### config.mk
export PLATFORM = sky130hd
export DESIGN_NAME = exu_top
export DESIGN_NICKNAME = d
export VERILOG_FILES = /design/src/source/exu_op_pkg.sv /design/src/source/exu_bus_pkg.sv /design/src/source/exu_issue.sv /design/src/source/exu_alu.sv /design/src/source/exu_mul.sv /design/src/source/exu_div.sv /design/src/source/exu_writeback.sv /design/src/source/exu_top.sv
export SDC_FILE = /design/constraint.sdc
export NUM_CORES = 2
export LEC_CHECK = 0
export BUFFER_PORTS_ARGS = -buffer_cell sky130_fd_sc_hd__buf_2
export CAP_MARGIN = 40
export CORE_AREA = 2 2 331 301
export CTS_BUF_LIST = sky130_fd_sc_hd__clkbuf_4
export DETAILED_ROUTE_END_ITERATION = 10
export DIE_AREA = 0 0 333 303
export GPL_TIMING_DRIVEN = 0
export PLACE_DENSITY_LB_ADDON = 0.3
export REMOVE_ABC_BUFFERS = 1
export SYNTH_ARGS = -nofsm -noshare
export SYNTH_HDL_FRONTEND = slang
export SYNTH_SLANG_ARGS = --single-unit
### constraint.sdc
create_clock -name clock -period 13.7 [get_ports clock]
set_input_delay 2.74 -clock clock [delete_from_list [all_inputs] [get_ports clock]]
set_output_delay 2.74 -clock clock [all_outputs]
set_load 0.03 [all_outputs]
### src/source/exu_op_pkg.sv
package exu_op_pkg;

  localparam int XLEN = 32;

  // One shift-add or restoring step per cycle
  localparam int STEPS = 32;

  typedef enum logic [4:0] {
    OP_ADD,
    OP_SUB,
    OP_SLL,
    OP_SLT,
    OP_SLTU,
    OP_XOR,
    OP_SRL,
    OP_SRA,
    OP_OR,
    OP_AND,
    OP_MUL,
    OP_MULH,
    OP_MULHSU,
    OP_MULHU,
    OP_DIV,
    OP_DIVU,
    OP_REM,
    OP_REMU
  } op_e;

  typedef enum logic [1:0] {
    UNIT_ALU,
    UNIT_MUL,
    UNIT_DIV
  } unit_e;

  // Executing unit for an operation
  function automatic unit_e unit_of(op_e op);
    case (op)
      OP_MUL, OP_MULH, OP_MULHSU, OP_MULHU: return UNIT_MUL;
      OP_DIV, OP_DIVU, OP_REM, OP_REMU:     return UNIT_DIV;
      default:                              return UNIT_ALU;
    endcase
  endfunction

endpackage

### src/source/exu_bus_pkg.sv
package exu_bus_pkg;

  // Decoded instruction entering the stage
  typedef struct packed {
    logic [exu_op_pkg::XLEN-1:0] pc;
    exu_op_pkg::op_e             op;
    logic [exu_op_pkg::XLEN-1:0] a;
    logic [exu_op_pkg::XLEN-1:0] b;
    logic [4:0]                  rd;
  } issue_t;

  // Finished result on its way to writeback
  typedef struct packed {
    logic [exu_op_pkg::XLEN-1:0] pc;
    logic [4:0]                  rd;
    logic [exu_op_pkg::XLEN-1:0] data;
  } result_t;

endpackage

### src/source/exu_issue.sv
`timescale 1ns/1ps

module exu_issue (
  input  logic                clock,
  input  logic                reset,
  input  logic                flush,
  input  logic                in_valid,
  output logic                in_ready,
  input  exu_bus_pkg::issue_t in_item,
  input  logic                take,
  output logic                held_valid,
  output exu_bus_pkg::issue_t held,
  output logic                mul_start,
  output logic                div_start
);

  logic              accept;
  logic              fresh;
  exu_op_pkg::unit_e unit;

  // Refill in the same cycle the held item moves on
  assign in_ready = ~flush & (~held_valid | take);
  assign accept = in_valid & in_ready;

  always_ff @(posedge clock) begin
    if (reset || flush) begin
      held_valid <= 1'b0;
      fresh <= 1'b0;
    end else begin
      fresh <= accept;
      if (accept) begin
        held_valid <= 1'b1;
      end else if (take) begin
        held_valid <= 1'b0;
      end
    end
  end

  always_ff @(posedge clock) begin
    if (accept) begin
      held <= in_item;
    end
  end

  assign unit = exu_op_pkg::unit_of(held.op);

  // Single kick in the first held cycle
  assign mul_start = fresh & (unit == exu_op_pkg::UNIT_MUL);
  assign div_start = fresh & (unit == exu_op_pkg::UNIT_DIV);

endmodule

### src/source/exu_alu.sv
`timescale 1ns/1ps

module exu_alu (
  input  exu_op_pkg::op_e             op,
  input  logic [exu_op_pkg::XLEN-1:0] a,
  input  logic [exu_op_pkg::XLEN-1:0] b,
  output logic [exu_op_pkg::XLEN-1:0] result
);

  logic [4:0] shamt;
  logic       lt_signed;
  logic       lt_unsigned;

  assign shamt = b[4:0];
  assign lt_signed = $signed(a) < $signed(b);
  assign lt_unsigned = a < b;

  always_comb begin
    case (op)
      exu_op_pkg::OP_ADD:  result = a + b;
      exu_op_pkg::OP_SUB:  result = a - b;
      exu_op_pkg::OP_SLL:  result = a << shamt;
      exu_op_pkg::OP_SLT:  result = {{(exu_op_pkg::XLEN-1){1'b0}}, lt_signed};
      exu_op_pkg::OP_SLTU: result = {{(exu_op_pkg::XLEN-1){1'b0}}, lt_unsigned};
      exu_op_pkg::OP_XOR:  result = a ^ b;
      exu_op_pkg::OP_SRL:  result = a >> shamt;
      exu_op_pkg::OP_SRA:  result = $signed(a) >>> shamt;
      exu_op_pkg::OP_OR:   result = a | b;
      exu_op_pkg::OP_AND:  result = a & b;
      // M-extension ops never read this path
      default:             result = '0;
    endcase
  end

endmodule

### src/source/exu_mul.sv
`timescale 1ns/1ps

module exu_mul (
  input  logic                        clock,
  input  logic                        reset,
  input  logic                        flush,
  input  logic                        start,
  input  exu_op_pkg::op_e             op,
  input  logic [exu_op_pkg::XLEN-1:0] a,
  input  logic [exu_op_pkg::XLEN-1:0] b,
  output logic                        done,
  output logic [exu_op_pkg::XLEN-1:0] product
);

  logic                                a_neg;
  logic                                b_neg;
  logic [exu_op_pkg::XLEN-1:0]         a_mag;
  logic [exu_op_pkg::XLEN-1:0]         b_mag;
  logic                                busy;
  logic [$clog2(exu_op_pkg::STEPS)-1:0] count;
  logic                                last_step;
  logic                                negate;
  logic                                high_half;
  logic [exu_op_pkg::XLEN-1:0]         mcand;
  logic [2*exu_op_pkg::XLEN-1:0]       acc;
  logic [exu_op_pkg::XLEN:0]           sum;
  logic [2*exu_op_pkg::XLEN-1:0]       acc_next;
  logic [2*exu_op_pkg::XLEN-1:0]       full;

  // MULH treats both operands as signed, MULHSU only a
  assign a_neg = ((op == exu_op_pkg::OP_MULH) || (op == exu_op_pkg::OP_MULHSU))
                 & a[exu_op_pkg::XLEN-1];
  assign b_neg = (op == exu_op_pkg::OP_MULH) & b[exu_op_pkg::XLEN-1];
  assign a_mag = a_neg ? -a : a;
  assign b_mag = b_neg ? -b : b;

  // Upper half accumulates, multiplier bits shift out the bottom
  assign sum = {1'b0, acc[2*exu_op_pkg::XLEN-1:exu_op_pkg::XLEN]}
               + (acc[0] ? {1'b0, mcand} : '0);
  assign acc_next = {sum, acc[exu_op_pkg::XLEN-1:1]};
  assign full = negate ? -acc_next : acc_next;
  assign last_step = (count == $bits(count)'(exu_op_pkg::STEPS - 1));

  always_ff @(posedge clock) begin
    if (reset || flush) begin
      busy <= 1'b0;
      done <= 1'b0;
      count <= '0;
    end else begin
      done <= 1'b0;
      if (start) begin
        busy <= 1'b1;
        count <= '0;
      end else if (busy) begin
        count <= count + 1'b1;
        if (last_step) begin
          busy <= 1'b0;
          done <= 1'b1;
        end
      end
    end
  end

  always_ff @(posedge clock) begin
    if (start) begin
      acc <= {{exu_op_pkg::XLEN{1'b0}}, b_mag};
      mcand <= a_mag;
      negate <= a_neg ^ b_neg;
      high_half <= (op != exu_op_pkg::OP_MUL);
    end else if (busy) begin
      acc <= acc_next;
      if (last_step) begin
        product <= high_half ? full[2*exu_op_pkg::XLEN-1:exu_op_pkg::XLEN]
                             : full[exu_op_pkg::XLEN-1:0];
      end
    end
  end

endmodule

### src/source/exu_div.sv
`timescale 1ns/1ps

module exu_div (
  input  logic                        clock,
  input  logic                        reset,
  input  logic                        flush,
  input  logic                        start,
  input  exu_op_pkg::op_e             op,
  input  logic [exu_op_pkg::XLEN-1:0] a,
  input  logic [exu_op_pkg::XLEN-1:0] b,
  output logic                        done,
  output logic [exu_op_pkg::XLEN-1:0] result
);

  logic                                 is_signed;
  logic                                 a_neg;
  logic                                 b_neg;
  logic [exu_op_pkg::XLEN-1:0]          a_mag;
  logic [exu_op_pkg::XLEN-1:0]          b_mag;
  logic                                 busy;
  logic [$clog2(exu_op_pkg::STEPS)-1:0] count;
  logic                                 last_step;
  logic                                 q_neg;
  logic                                 r_neg;
  logic                                 rem_sel;
  logic [exu_op_pkg::XLEN-1:0]          dsor;
  logic [exu_op_pkg::XLEN-1:0]          quo;
  logic [exu_op_pkg::XLEN-1:0]          rem;
  logic [exu_op_pkg::XLEN:0]            rem_shift;
  logic [exu_op_pkg::XLEN+1:0]          diff;
  logic                                 fits;
  logic [exu_op_pkg::XLEN-1:0]          rem_next;
  logic [exu_op_pkg::XLEN-1:0]          quo_next;

  assign is_signed = (op == exu_op_pkg::OP_DIV) || (op == exu_op_pkg::OP_REM);
  assign a_neg = is_signed & a[exu_op_pkg::XLEN-1];
  assign b_neg = is_signed & b[exu_op_pkg::XLEN-1];
  assign a_mag = a_neg ? -a : a;
  assign b_mag = b_neg ? -b : b;

  // Dividend bits shift from quo into the partial remainder
  assign rem_shift = {rem, quo[exu_op_pkg::XLEN-1]};
  assign diff = {1'b0, rem_shift} - {2'b00, dsor};
  assign fits = ~diff[exu_op_pkg::XLEN+1];
  assign rem_next = fits ? diff[exu_op_pkg::XLEN-1:0] : rem_shift[exu_op_pkg::XLEN-1:0];
  assign quo_next = {quo[exu_op_pkg::XLEN-2:0], fits};
  assign last_step = (count == $bits(count)'(exu_op_pkg::STEPS - 1));

  always_ff @(posedge clock) begin
    if (reset || flush) begin
      busy <= 1'b0;
      done <= 1'b0;
      count <= '0;
    end else begin
      done <= 1'b0;
      if (start) begin
        busy <= 1'b1;
        count <= '0;
      end else if (busy) begin
        count <= count + 1'b1;
        if (last_step) begin
          busy <= 1'b0;
          done <= 1'b1;
        end
      end
    end
  end

  always_ff @(posedge clock) begin
    if (start) begin
      quo <= a_mag;
      rem <= '0;
      dsor <= b_mag;
      // Quotient keeps the all-ones pattern when b is zero
      q_neg <= (a_neg ^ b_neg) & (b != '0);
      // Remainder sign follows the dividend in every case
      r_neg <= a_neg;
      rem_sel <= (op == exu_op_pkg::OP_REM) || (op == exu_op_pkg::OP_REMU);
    end else if (busy) begin
      quo <= quo_next;
      rem <= rem_next;
      // MIN / -1 needs no sign fix and gives MIN with rem 0
      if (last_step) begin
        if (rem_sel) begin
          result <= r_neg ? -rem_next : rem_next;
        end else begin
          result <= q_neg ? -quo_next : quo_next;
        end
      end
    end
  end

endmodule

### src/source/exu_writeback.sv
`timescale 1ns/1ps

module exu_writeback (
  input  logic                        clock,
  input  logic                        reset,
  input  logic                        flush,
  input  logic                        held_valid,
  input  exu_bus_pkg::issue_t         held,
  input  logic [exu_op_pkg::XLEN-1:0] alu_result,
  input  logic                        mul_done,
  input  logic [exu_op_pkg::XLEN-1:0] mul_result,
  input  logic                        div_done,
  input  logic [exu_op_pkg::XLEN-1:0] div_result,
  output logic                        take,
  output logic                        out_valid,
  input  logic                        out_ready,
  output exu_bus_pkg::result_t        out_item
);

  exu_op_pkg::unit_e           unit;
  logic                        mul_flag;
  logic                        div_flag;
  logic                        result_ready;
  logic                        slot_free;
  logic [exu_op_pkg::XLEN-1:0] data;

  assign unit = exu_op_pkg::unit_of(held.op);

  always_comb begin
    case (unit)
      exu_op_pkg::UNIT_MUL: begin
        result_ready = mul_done | mul_flag;
        data = mul_result;
      end
      exu_op_pkg::UNIT_DIV: begin
        result_ready = div_done | div_flag;
        data = div_result;
      end
      default: begin
        result_ready = 1'b1;
        data = alu_result;
      end
    endcase
  end

  assign slot_free = ~out_valid | out_ready;
  assign take = ~flush & held_valid & result_ready & slot_free;

  // Remember a done pulse that arrived while the output was stalled
  always_ff @(posedge clock) begin
    if (reset || flush || take) begin
      mul_flag <= 1'b0;
      div_flag <= 1'b0;
    end else begin
      mul_flag <= mul_flag | mul_done;
      div_flag <= div_flag | div_done;
    end
  end

  always_ff @(posedge clock) begin
    if (reset || flush) begin
      out_valid <= 1'b0;
    end else if (take) begin
      out_valid <= 1'b1;
    end else if (out_ready) begin
      out_valid <= 1'b0;
    end
  end

  always_ff @(posedge clock) begin
    if (take) begin
      out_item <= '{pc: held.pc, rd: held.rd, data: data};
    end
  end

endmodule

### src/source/exu_top.sv
`timescale 1ns/1ps

module exu_top (
  input  logic                 clock,
  input  logic                 reset,
  input  logic                 flush,
  input  logic                 in_valid,
  output logic                 in_ready,
  input  exu_bus_pkg::issue_t  in_item,
  output logic                 out_valid,
  input  logic                 out_ready,
  output exu_bus_pkg::result_t out_item
);

  logic                        held_valid;
  exu_bus_pkg::issue_t         held;
  logic                        take;
  logic                        mul_start;
  logic                        div_start;
  logic [exu_op_pkg::XLEN-1:0] alu_result;
  logic                        mul_done;
  logic [exu_op_pkg::XLEN-1:0] mul_result;
  logic                        div_done;
  logic [exu_op_pkg::XLEN-1:0] div_result;

  exu_issue u_issue (
    .clock(clock), .reset(reset), .flush(flush),
    .in_valid(in_valid), .in_ready(in_ready), .in_item(in_item),
    .take(take), .held_valid(held_valid), .held(held),
    .mul_start(mul_start), .div_start(div_start)
  );

  exu_alu u_alu (.op(held.op), .a(held.a), .b(held.b), .result(alu_result));

  exu_mul u_mul (
    .clock(clock), .reset(reset), .flush(flush), .start(mul_start),
    .op(held.op), .a(held.a), .b(held.b), .done(mul_done), .product(mul_result)
  );

  exu_div u_div (
    .clock(clock), .reset(reset), .flush(flush), .start(div_start),
    .op(held.op), .a(held.a), .b(held.b), .done(div_done), .result(div_result)
  );

  exu_writeback u_writeback (
    .clock(clock), .reset(reset), .flush(flush),
    .held_valid(held_valid), .held(held), .alu_result(alu_result),
    .mul_done(mul_done), .mul_result(mul_result),
    .div_done(div_done), .div_result(div_result), .take(take),
    .out_valid(out_valid), .out_ready(out_ready), .out_item(out_item)
  );

endmodule

=== Word level (Yosys, flattened, before mapping) ===
Memories as Yosys holds them, arrays and structs flattened. A register that Yosys moved wholly into a read port is not among the register bits.
Index checks and enable logic that the tools add are counted.

* Register bits: 455
* Latch bits: 0
* RAM bits: 0
* Bits in read-only memories: 128
* Input bits: 111
* Word-level logic and storage cells: 149
* Memories: 2

* Add/sub/neg operators: 11
* $mul: 0
* Divide/modulo/power cells: 0
* Order comparisons: 2
* Eq/ne operators: 21
* Shift-type cells: 3
* Muxes and demuxes: 32
* Bitwise operators: 29
* Reduce and logical (&&, ||, !) cells: 17

{| class="wikitable"
|+ Memory list
! memory !! depth !! width !! rd ports !! clocked after Yosys merged registers in !! write ports !! line !! text
|-
| (no name shown) || 32 || 2 || 1 || 1 || 0 || exu_op_pkg.sv:37 || <nowiki>case (op)</nowiki>
|-
| (no name shown) || 32 || 2 || 1 || 1 || 0 || exu_op_pkg.sv:37 ||
|}

{| class="wikitable"
|+ Operators by type and width
! kind !! count
|-
| $mux 32 || 14
|-
| $pmux 32 s10 || 1
|-
| $neg 32->32 || 4
|-
| $lt 32x32->1 || 2
|-
| $mux 64 || 1
|-
| $neg 64->64 || 1
|-
| $pmux 32 s2 || 1
|-
| $sub 33x32->34 || 1
|-
| $add 32x32->33 || 1
|-
| $add 32x32->32 || 1
|-
| $and 32x32->32 || 1
|-
| $or 32x32->32 || 1
|-
| $reduce_bool 32->1 || 1
|-
| $shl 32x5->32 || 1
|-
| $shr 32x5->32 || 1
|-
| $sshr 32x5->32 || 1
|-
| $sub 32x32->32 || 1
|-
| $xor 32x32->32 || 1
|-
| $eq 5x4->1 const B || 5
|-
| $eq 5x3->1 const B || 4
|-
| $eq 5x5->1 const B || 4
|-
| $and 1x1->1 || 12
|-
| $mux 1 || 12
|-
| $add 5x1->5 const B || 2
|-
| 16 further kinds || 41
|}

=== Longest topological paths before layout ===
* Depth in word-level cells: 8
* Depth in mapped cells: 22
* Mapped depth without buffers: 18

=== Hierarchy ===
From an unflattened synthesis, not the netlist that was laid out.

* Cell total of the unflattened synthesis: 4094
* Area total of the unflattened synthesis: 36631.4 sq um

{| class="wikitable"
|+ Modules (own cells, without submodules)
! module !! instances !! cells each !! area an instance (sq um) !! seq. area each (sq um)
|-
| exu_div || 1 || 1245 || 10857.9 || 3753.6
|-
| exu_mul || 1 || 1169 || 10236.1 || 3723.6
|-
| exu_alu || 1 || 1335 || 9112.5 || 0.0
|-
| exu_issue || 1 || 136 || 3483.3 || 3263.1
|-
| exu_writeback || 1 || 209 || 2941.6 || 2132.0
|}

=== Worst setup path before layout ===
Ideal clock, no wire load.

* Path type: input port to flip-flop
* Start: input port flush
* End: register, netlist name u_issue.unit[0]
* Setup time: 0.115 ns
* Arrival time: 7.883 ns
* Data required time: 13.585 ns
* Slack: 5.702 ns
* Cell stages on the path: 9
* Cells stage by stage: nor2b_1 o21ai_0 nand2b_1 a21oi_1 and2_1 clkbuf_1 mux2i_1 ha_1 and2_1

* Cells in the longest elaborated chain, start to end: 8

{| class="wikitable"
|+ RTL lines
! element !! line !! text
|-
| from (decl) || exu_top.sv:6 || <nowiki>input logic flush,</nowiki>
|-
| $not 1->1 (*) || exu_issue.sv:22, exu_writeback.sv:47 ||
|-
| $and 1x1->1 (3 in series) || exu_writeback.sv:47 || <nowiki>assign take = ~flush & held_valid & result_ready & slot_free;</nowiki>
|-
| $or 1x1->1 || exu_issue.sv:22 || <nowiki>assign in_ready = ~flush & (~held_valid | take);</nowiki>
|-
| $and 1x1->1 (*) || exu_issue.sv:22 ||
|-
| via in_ready || exu_top.sv:8 || <nowiki>output logic in_ready,</nowiki>
|-
| $and 1x1->1 (*) || exu_issue.sv:23 || <nowiki>assign accept = in_valid & in_ready;</nowiki>
|-
| via u_issue.accept || exu_issue.sv:17 || <nowiki>logic accept;</nowiki>
|-
| $mux 5 (no line) (*) || n/a ||
|}

The timed path passes the listed nets; every way through them passes the cells marked *.
A chain may end at the register's enable or synchronous reset.

=== Worst setup path after layout ===
* Start: input port flush
* End: output port in_ready

* Cells in the longest elaborated chain, start to end: 6

{| class="wikitable"
|+ RTL lines
! element !! line
|-
| $not 1->1 (*) || exu_issue.sv:22, exu_writeback.sv:47
|-
| $and 1x1->1 (3 in series) || exu_writeback.sv:47
|-
| $or 1x1->1 || exu_issue.sv:22
|-
| $and 1x1->1 (*) || exu_issue.sv:22
|-
| to (decl) || exu_top.sv:8
|}

Every way passes the cells marked *; elsewhere a longest branch is shown, timed or not.

==> flow_summary.yaml <==
finish:
  final_util: 0.3929
  area_growth_pct: 12.99
  drive_gt1_frac: 0.1325
  final_common_cell: "nor2_1"
  nNetsFinal: 4264
  final_area_um2: 38260
  layout_common_cells: "nor2_1, edfxtp_1, nand2_1, o21ai_0, a21oi_1"
power:
  p_leak_uw: 0.01469
  irDropWorstVdd_v: 0.00006100
  power.density_nw_per_um2: 108.6
  power.total_uw: 4154
timing:
  slew_headroom: 0.2424
  fin_crit_sh: 0.4751
  fin_ws_ns: 7.191
  rsz0062_at_grt: "no"
  tightest_slew_ns: 1.136
  setup_viol: 0
  finClkSkew_ns: 0.1353
  setup_tns_ns: 0
  fmax_ghz: 0.1536
  slew_viol_final: 0
  finalHoldViolCount: 0
  fin_crit_ns: 6.509
floorplanning:
  core.rowCount: 109
  fp.dieH_um: 303
  fp.coreArea_um2: 97380
  dieArea_um2: 100900
  die_x_um: 333
  io_pins: 182
  initial_core_util: 0.3477
routing:
  vias_per_cell: 5.762
  post_drt_wl_per_cell_um: 23.30
  drc: 0
  routed_wl_um: 124900
  antenna_left: 0
  drt_first_pass_iters: 9
  drtIter0Drc: 3651
  via_count: 30890
clock_network:
  cts_hold_buf: 0
  cts.sinks: 457
  numCtsBuffers: 132
  cts_max_level: 4
  postCtsSetupBuffers: 0
  root_buffer: "clkbuf_4"
  clk_pin_slew_ns: 0.06
  clk_latency_ns: 1.12
  cts.repair.resized: 0
  cts_buffer_depth: 3
  cts_tree: "built"
setup_path:
  critPathCaptureType: "output pin"
  worst_path_max_delay_cell: "nand2b_1"
  cp_cell_sequence: "buf_2 > nor2b_1 > o21ai_0 > nand2b_1 > a21oi_1 > buf_2"
  start_kind: "input pin"
  path_buf_inv: 2
  crit_arrival_ns: 3.77
  critPathKind: "in2out"
  crit_family: "buffers and inverters"
  crit_path_max_incr_delay_ns: 0.25
  crit_top_cell: "buf_2"
  worstPathMaxFanout: 4
  critPathRequiredTime_ns: 10.96
yosys:
  yosysWarnings: 0
  syn_avg_cell_area_um2: 8.815
  synth-edff-count: 372
  netlist_area_um2: 33860
  synth_area_leaders: "edfxtp_1, ha_1, xnor2_1"
  seq_area_frac_synth: 0.3802
  yosys.area.top_type: "edfxtp_1"
  syn_inst: 3841
  synth_top_area_frac: 0.3299
  yosys_most_used_dff: "edfxtp_1"
  synthArstFlopShare: 0
  synth_cell_types: 88
  synth_seq_cells: 457
grt:
  grt_use_total: 0.2398
  first_global_vias: 28660
  grt_max_degree: 62
  grt-ovfl-total: 0
  antenna_found_initial: 14
  grt_pass1_wl_um: 182100
placement:
  place_area_um2: 36540
  io_buffers: 181
  post-dp-hpwl_um: 97040
  gp_congestion: 1.002
  dpl_worst_slack_ns: 7.198
run:
  cap_viol_max_count: 0
worst_hold_path:
  hold_path.class: "reg2reg"
status:
  status: "finished, final reports clean"
[registers in the layout (all words and copies together) (netlist names), 2 cells and up]
name / flops
u_div.count: 5
u_div.dsor: 32
u_div.quo: 32
u_div.rem: 32
u_div.result: 32
u_issue.held: 106
u_issue.unit: 2
u_mul.acc: 64
u_mul.count: 5
u_mul.mcand: 32
u_mul.product: 32
u_writeback.out_item: 69
[metal layers]
| metal | GRT usage | share of wire | up-vias |
|---|---|---|---|
| li1 | - | - | 14430 |
| met1 | 0.3426 | 0.45 | 14820 |
| met2 | 0.3562 | 0.43 | 1431 |
| met3 | 0.05113 | 0.093 | 212 |
| met4 | 0.08543 | 0.031 | 6 |
| met5 | 0 | 0.00033 | - |
[cells by family (layout without fill, tap and decap cells)]
group	count (synthesis)	in the layout	synth area share
adder cells (fa/ha/maj)	178	178	0.06667
AO/OA/AOI/OAI	1109	1109	0.2084
buffers and inverters	416	650	0.04638
multiplexers	134	134	0.04534
flip-flops	457	457	0.3802
other	0	11	0
XOR/XNOR	307	307	0.07942
AND/OR/NAND/NOR	1240	1240	0.1737
[cell type report]
class | count | area, um^2
inverter | 176 | 666.9
sequential | 457 | 12870
clock inverter | 48 | 282.8
tap | 1276 | 1597
clock buffer | 186 | 1396
fill | 9944 | 59120
multi-input combinational | 2968 | 19480
antenna | 11 | 27.53
timing repair buffer | 240 | 1933
[per-stage QoR]
stage,std cells,hold slack [ns]
after floorplan,3601,0.4003
after global placement,5058,0.4004
after detailed placement,5116,0.4045
after CTS,5350,0.4037
after global routing,5359,0.4076
final,5362,0.4028
[cell usage after synthesis (17+ instances only)]
master	n
a211oi_1	60
a21o_1	44
a21oi_1	252
a221oi_1	29
a22oi_1	60
a31oi_1	33
and2_1	62
and3_1	27
buf_1	26
clkbuf_1	212
dfxtp_1	85
edfxtp_1	372
ha_1	174
inv_1	171
mux2i_1	114
nand2_1	347
nand2b_1	40
nand3_1	69
nand4_1	34
nor2_1	407
nor2b_1	23
nor3_1	70
nor4_1	29
o211ai_1	41
o21ai_0	318
o21bai_1	24
o22ai_1	38
o31ai_1	53
o41ai_1	17
or3_1	44
or4_1	21
xnor2_1	240
xor2_1	67
[power breakdown]
part           switching (uW)  leakage (uW)  internal (uW)  total (uW)
clock                     647      0.000997            657        1300
combinational             760       0.00962            431        1190
sequential               81.2       0.00407           1580        1660
total                    1490        0.0147           2670        4150
[worst paths after layout]
path	from	endpoint	slack, ns	cells after the start
worst min-delay path	u_issue.held[83]	u_writeback.out_item[46]	0.40	0
worst max-delay path	flush	in_ready	7.19	6
worst min register to register	u_issue.held[83]	u_writeback.out_item[46]	0.40	0
worst max register to register	u_issue.held[9]	u_writeback.out_item[24]	7.46	15
(Power assumes the default switching activity.)
